### src/rtl/tcdm_cfg_pkg.sv
package tcdm_cfg_pkg;

   // four masters share four word-interleaved banks
   localparam int unsigned NB_MASTERS = 4;
   localparam int unsigned NB_BANKS   = 4;

   // each bank holds 256 words, so the whole space is 4 KiB
   localparam int unsigned BANK_SIZE  = 256;
   localparam int unsigned BANK_SEL_W = 2;
   localparam int unsigned ROW_W      = 8;
   localparam int unsigned MST_SEL_W  = 2;

   // bus widths of the master port
   localparam int unsigned ADDR_W = 32;
   localparam int unsigned DATA_W = 32;
   localparam int unsigned BE_W   = 4;
   localparam int unsigned BYTE_W = 8;

   // in a byte address bits 1:0 are ignored, 3:2 pick the bank and 11:4 the row
   localparam int unsigned BANK_SEL_LSB = 2;
   localparam int unsigned ROW_LSB      = BANK_SEL_LSB + BANK_SEL_W;

   typedef logic [ADDR_W-1:0]     addr_t;
   typedef logic [DATA_W-1:0]     word_t;
   typedef logic [BE_W-1:0]       be_t;
   typedef logic [ROW_W-1:0]      row_t;
   typedef logic [BANK_SEL_W-1:0] bank_sel_t;
   typedef logic [MST_SEL_W-1:0]  mst_sel_t;

endpackage

### src/rtl/tcdm_bus_pkg.sv
package tcdm_bus_pkg;

   // request strobe from one master
   // wen high means read and wen low means write
   // the fields stay stable until gnt is seen in the same cycle
   typedef struct packed {
      logic                req;
      tcdm_cfg_pkg::addr_t add;
      logic                wen;
      tcdm_cfg_pkg::be_t   be;
      tcdm_cfg_pkg::word_t wdata;
   } tcdm_req_t;

   // response to one master
   // gnt is combinational, r_valid follows every grant by one cycle
   typedef struct packed {
      logic                gnt;
      logic                r_valid;
      tcdm_cfg_pkg::word_t r_rdata;
   } tcdm_rsp_t;

   // request as seen by a single bank after decode and arbitration
   // the row index replaces the byte address
   // byte enables are still active high here
   typedef struct packed {
      logic                req;
      tcdm_cfg_pkg::row_t  row;
      logic                wen;
      tcdm_cfg_pkg::be_t   be;
      tcdm_cfg_pkg::word_t wdata;
   } bank_req_t;

endpackage

### src/rtl/tcdm_rr_arbiter.sv
module tcdm_rr_arbiter (
   input  logic                                clk_i,
   input  logic                                reset,
   input  logic [tcdm_cfg_pkg::NB_MASTERS-1:0] request,
   output logic [tcdm_cfg_pkg::NB_MASTERS-1:0] grant
);

   // master that has highest priority in the current cycle
   tcdm_cfg_pkg::mst_sel_t prio_q;

   // search result of the current cycle
   tcdm_cfg_pkg::mst_sel_t winner;
   tcdm_cfg_pkg::mst_sel_t cand;
   logic                   found;

   // walk the request vector once, starting at the priority pointer
   // the index wraps because the master count is a power of two
   always_comb begin
      grant  = '0;
      winner = prio_q;
      cand   = prio_q;
      found  = 1'b0;
      for (int i = 0; i < tcdm_cfg_pkg::NB_MASTERS; i++) begin
         cand = prio_q + tcdm_cfg_pkg::mst_sel_t'(i);
         if (!found && request[cand]) begin
            found  = 1'b1;
            winner = cand;
         end
      end
      grant[winner] = found;
   end

   // after a grant the master behind the winner gets first pick
   // so a waiting master is served within NB_MASTERS cycles
   always_ff @(posedge clk_i) begin
      if (reset) begin
         prio_q <= '0;
      end else if (found) begin
         prio_q <= winner + tcdm_cfg_pkg::mst_sel_t'(1);
      end
   end

   // never more than one winner, and only among the requesters
   a_grant_legal : assert property (
      @(posedge clk_i) disable iff (reset)
      $onehot0(grant) && ((grant & ~request) == '0)
   ) else $error("tcdm_rr_arbiter: grant %b illegal for request %b", grant, request);

endmodule

### src/rtl/tcdm_xbar.sv
module tcdm_xbar (
   input  logic                    clk_i,
   input  logic                    reset,
   input  tcdm_bus_pkg::tcdm_req_t mst_req    [tcdm_cfg_pkg::NB_MASTERS],
   output tcdm_bus_pkg::tcdm_rsp_t mst_rsp    [tcdm_cfg_pkg::NB_MASTERS],
   output tcdm_bus_pkg::bank_req_t bank_req   [tcdm_cfg_pkg::NB_BANKS],
   input  tcdm_cfg_pkg::word_t     bank_rdata [tcdm_cfg_pkg::NB_BANKS]
);

   // bank targeted by each master
   tcdm_cfg_pkg::bank_sel_t mst_bank [tcdm_cfg_pkg::NB_MASTERS];

   // per bank, which masters ask for it and which one won
   logic [tcdm_cfg_pkg::NB_MASTERS-1:0] bank_request [tcdm_cfg_pkg::NB_BANKS];
   logic [tcdm_cfg_pkg::NB_MASTERS-1:0] bank_grant   [tcdm_cfg_pkg::NB_BANKS];

   // grant seen by each master in this cycle
   logic [tcdm_cfg_pkg::NB_MASTERS-1:0] mst_gnt;

   // response state for the cycle after the grant
   logic [tcdm_cfg_pkg::NB_MASTERS-1:0] rsp_valid_q;
   tcdm_cfg_pkg::bank_sel_t             rsp_bank_q [tcdm_cfg_pkg::NB_MASTERS];

   // words are interleaved, so the low word address bits pick the bank
   // address bits above the row field are not decoded and alias
   always_comb begin
      for (int m = 0; m < tcdm_cfg_pkg::NB_MASTERS; m++) begin
         mst_bank[m] = mst_req[m].add[tcdm_cfg_pkg::BANK_SEL_LSB +: tcdm_cfg_pkg::BANK_SEL_W];
      end
   end

   // each bank only sees masters that address it
   always_comb begin
      for (int b = 0; b < tcdm_cfg_pkg::NB_BANKS; b++) begin
         for (int m = 0; m < tcdm_cfg_pkg::NB_MASTERS; m++) begin
            bank_request[b][m] = mst_req[m].req &&
                                 (mst_bank[m] == tcdm_cfg_pkg::bank_sel_t'(b));
         end
      end
   end

   // each bank has its own round-robin arbiter and all of them work in parallel
   for (genvar b = 0; b < tcdm_cfg_pkg::NB_BANKS; b++) begin : g_arb
      tcdm_rr_arbiter u_arb (
         .clk_i   ( clk_i           ),
         .reset   ( reset           ),
         .request ( bank_request[b] ),
         .grant   ( bank_grant[b]   )
      );
   end

   // steer the winning master onto its bank
   // an idle bank gets an all-zero request
   always_comb begin
      for (int b = 0; b < tcdm_cfg_pkg::NB_BANKS; b++) begin
         bank_req[b] = '0;
         for (int m = 0; m < tcdm_cfg_pkg::NB_MASTERS; m++) begin
            if (bank_grant[b][m]) begin
               bank_req[b].req   = 1'b1;
               bank_req[b].row   = mst_req[m].add[tcdm_cfg_pkg::ROW_LSB +: tcdm_cfg_pkg::ROW_W];
               bank_req[b].wen   = mst_req[m].wen;
               bank_req[b].be    = mst_req[m].be;
               bank_req[b].wdata = mst_req[m].wdata;
            end
         end
      end
   end

   // a master can win in at most one bank, so the OR over banks is its grant
   always_comb begin
      mst_gnt = '0;
      for (int b = 0; b < tcdm_cfg_pkg::NB_BANKS; b++) begin
         mst_gnt = mst_gnt | bank_grant[b];
      end
   end

   // every grant, read or write, produces one response pulse
   always_ff @(posedge clk_i) begin
      if (reset) begin
         rsp_valid_q <= '0;
      end else begin
         rsp_valid_q <= mst_gnt;
      end
   end

   // remember which bank will return the word
   always_ff @(posedge clk_i) begin
      for (int m = 0; m < tcdm_cfg_pkg::NB_MASTERS; m++) begin
         if (mst_gnt[m]) begin
            rsp_bank_q[m] <= mst_bank[m];
         end
      end
   end

   // bank output is already registered, so it is simply routed back
   always_comb begin
      for (int m = 0; m < tcdm_cfg_pkg::NB_MASTERS; m++) begin
         mst_rsp[m].gnt     = mst_gnt[m];
         mst_rsp[m].r_valid = rsp_valid_q[m];
         mst_rsp[m].r_rdata = bank_rdata[rsp_bank_q[m]];
      end
   end

   // response pulses must pair one to one with grants from the cycle before
   for (genvar m = 0; m < tcdm_cfg_pkg::NB_MASTERS; m++) begin : g_chk
      a_rvalid_after_gnt : assert property (
         @(posedge clk_i) disable iff (reset)
         mst_rsp[m].r_valid |-> $past(mst_rsp[m].gnt)
      ) else $error("tcdm_xbar: r_valid on master %0d without a grant", m);
   end

endmodule

### config.mk
export PLATFORM = sky130hd
export DESIGN_NAME = tcdm_xbar
export DESIGN_NICKNAME = d
export VERILOG_FILES = /design/src/rtl/tcdm_cfg_pkg.sv /design/src/rtl/tcdm_bus_pkg.sv /design/src/rtl/tcdm_rr_arbiter.sv /design/src/rtl/tcdm_xbar.sv
export SDC_FILE = /design/constraint.sdc
export NUM_CORES = 1
export LEC_CHECK = 0
export BUFFER_PORTS_ARGS = -buffer_cell sky130_fd_sc_hd__buf_2
export CORE_AREA = 2 2 287 289
export DETAILED_ROUTE_END_ITERATION = 8
export DIE_AREA = 0 0 289 291
export GPL_TIMING_DRIVEN = 0
export PLACE_DENSITY = 0.36
export SLEW_MARGIN = 0
export SYNTH_ARGS = -nofsm -noshare
export SYNTH_HDL_FRONTEND = slang
export SYNTH_SLANG_ARGS = --single-unit
### constraint.sdc
create_clock -name clk_i -period 2.2 [get_ports clk_i]
set_input_delay 0 -clock clk_i [delete_from_list [all_inputs] [get_ports clk_i]]
set_output_delay 0 -clock clk_i [all_outputs]
set_load 0.01 [all_outputs]
==> metrics.cfg <==
[layout]
syn_to_final_growth_pct = 90.6
fin_area_um2 = 21100
drive_gt1_share_pct = 68.0
layout.cells.non_filler = 3235
fillers = 8889
multiInputGateArea_um2 = 11800
fin_util_pct = 26.0
nets = 2574
regArea_um2 = 498

[place]
dp_hpwl_mm = 71.9
gp_congestion = 0.875
dp_slack_ps = -1870
io_buffers = 640
dpl.cell_count = 3100
place_area_um2 = 15900

[logic_synthesis]
synth.most_common_cell = a21oi_1
synth.top_cells.by_area = mux4_2 26%, a211o_1 14%, a221oi_1 11%
postSynthAreaPerCell_um2 = 7.96
ys.flop_type = dfxtp_1
yosys.area.top_type = mux4_2
yosys-top-cells-count = 197 x a21oi_1, 192 x nand2_1, 181 x a211o_1, 136 x a221oi_1, 128 x mux4_2
synthArstFlopShare_pct = 0
yosys.area.top_type_share_pct = 26.0
synth.distinct_cells = 50
synth-seq-area-share_pct = 4.34
netlist_instances = 1390
yosys_warnings = 0
synthesis.nets = 1816
synthesis.area_um2 = 11100
synth_seq_cells = 20
synth-edff-count = 8

[clock_tree]
max-clock-path-buffers = 2
cts_sinks = 20
cts_root_buf = clkbuf_16
numCtsBuffers = 3
clk_latency_ps = 290
htreeDepth = 1
cts_tree = done
cts_hold_buf = 0
clkTransAtPathRegs_ps = 80

[setup_path]
critical_path.most_common_cell = a21oi_2
critPathKind = reg2out
endpoint = bank_req[182]
r2r_cells = 13
worstPathArrival_ps = 2820
worst_ep_required_time_ps = 2200
critPathSlowestCell = dfxtp_4
r2r_setup_slack_ps = -510
critPathMaxFanout = 5
crit_path_end_kind = output pin
r2r_end = rsp_bank_q[1][1]
reg2reg_from = g_arb[3].u_arb.prio_q[1]
cpPeakStageDelay_ps = 370
start_kind = register
crit_path_start = g_arb[0].u_arb.prio_q[0]
worstPathCellList = nor4b_4 -> a21oi_2 -> a21oi_2 -> a21o_1 -> ha_4 -> buf_8 -> clkbuf_16 -> and3b_1 -> a211oi_1 -> a211o_1 -> a21oi_2 -> buf_2

[timing]
tns_ps = -89090
rsz0062_at_grt = yes
fin_crit_sh_pct = 128
fin_crit_ps = 2820
hold_ws_ps = 61.4
worstMarginPinSlew_ps = 1120
relSlewSlack_pct = 24.9
setup-violations-final = 194
setup_ws_ps = -622
skew_ps = 20.4
timing.fmax_mhz = 354
slew_viol_final = 0
hold_violations = 0

[routing]
drt-vias-per-instance = 5.19
drtIter0Drc = 1083
drtPass1Iterations = 5
drc = 0
ant_nets = 0
drt-total-wl_mm = 97.2
vias = 16775
routedWlPerCell_um = 30.0

[grt]
antenna_found_initial = 29
grt_pass1_vias = 16954
track_usage_pct = 21.0
grt_pass1_wl_mm = 128
grt_max_degree = 12
gr-total-overflow = 0

[worst_hold_path]
hold_class = in2reg

[die]
dieArea_um2 = 84100
core_um2 = 81200
die_x_um = 289
design.portCount = 730
die_h_um = 291
initial_utilization_pct = 13.6
rows = 105

[power]
vdd_ir_drop_max_v = 0.000273
power_density_nw_per_um2 = 674
leakagePower_nw = 9.04
p_total_mw = 14.2

[outcome]
status = finished with violations
failed_checks = negative setup slack

[job]
cap_violations = 0

how the worst min path moves through the flow:
stage                             from                to  slack, ps  cells after the start
after floorplan           mst_req[249]  rsp_bank_q[0][0]        100                      0
after global placement     mst_req[40]  rsp_bank_q[3][1]        340                      1
after detailed placement   mst_req[39]  rsp_bank_q[3][0]        340                      1
after CTS                  mst_req[39]  rsp_bank_q[3][0]         60                      1
after global routing      mst_req[249]  rsp_bank_q[0][0]         70                      1
final                      mst_req[40]  rsp_bank_q[3][1]         60                      1
placed cells by master, fill, tap and decap left out, types with 17 or more instances in the layout:
| cell | synthesis | final |
|---|---|---|
| diode_2 | 0 | 18 |
| buf_4 | 6 | 77 |
| nand2_1 | 192 | 188 |
| buf_6 | 0 | 46 |
| clkbuf_16 | 0 | 34 |
| a221oi_2 | 0 | 93 |
| nor2b_1 | 91 | 41 |
| buf_12 | 0 | 54 |
| a221oi_1 | 136 | 31 |
| inv_1 | 47 | 47 |
| nor2b_2 | 0 | 18 |
| a21oi_1 | 197 | 20 |
| a211o_1 | 181 | 181 |
| buf_2 | 50 | 635 |
| a21oi_2 | 0 | 176 |
| and3b_1 | 49 | 48 |
| clkbuf_1 | 122 | 20 |
| nor2b_4 | 0 | 32 |
| buf_8 | 0 | 23 |
| a211oi_1 | 47 | 36 |
| mux4_2 | 128 | 128 |
| clkbuf_2 | 0 | 17 |
| clkbuf_8 | 0 | 20 |
worst max-delay path: cells and delay by family (launching register included):
kind | cells | cell delay (ps)
AOI/OAI and AO/OA | 6 | 1000
DFF | 1 | 370
adders and majority gates | 1 | 230
buffers and inverters | 3 | 490
and+or+nand+nor | 2 | 430
final cells by class:
class / instances / area share, %
repair buffers: 767 / 24.2
clock buffers: 4 / 0.421
well taps: 1070 / 6.35
flip-flops and latches: 20 / 2.36
plain buffers: 176 / 9.61
multi-input cells: 1130 / 55.9
inverters: 50 / 0.890
diodes: 18 / 0.214
power breakdown:
group / internal (mW) / switching [mW]
combinational: 6.16 / 7.05
clock: 0.280 / 0.199
sequential: 0.452 / 0.0640
total: 6.89 / 7.32
kinds of logic (layout without fill, tap and decap cells):
| family | count (synthesis) | after routing | share of synthesized area, % |
|---|---|---|---|
| flops | 20 | 20 | 4.34 |
| compound gates | 598 | 598 | 40.0 |
| other cells | 0 | 18 | 0 |
| mux | 131 | 131 | 26.3 |
| simple gates | 385 | 385 | 18.6 |
| buf+inv | 240 | 997 | 8.91 |
| fa+ha+maj | 16 | 16 | 1.81 |
state kept, by name, indices dropped and copies added, names as in the netlist:
| name | count |
|---|---|
| g_arb.u_arb.prio_q | 8 |
| rsp_bank_q | 8 |
| rsp_valid_q | 4 |
timing repair:
action / in CTS / in global routing
endpoints found under the setup margin: 215 / 248
pin swaps: 194 / 256
buffers inserted: 56 / 39
cloned: 23 / 18
gates resized for setup: 569 / 355
layer usage:
metal	GRT usage (%)	wire (um)
met1	23.3	35500
met3	4.65	7530
met4	7.47	3610
met2	38.8	50400
met5	0	128
Power figures use the tool's default switching activity.
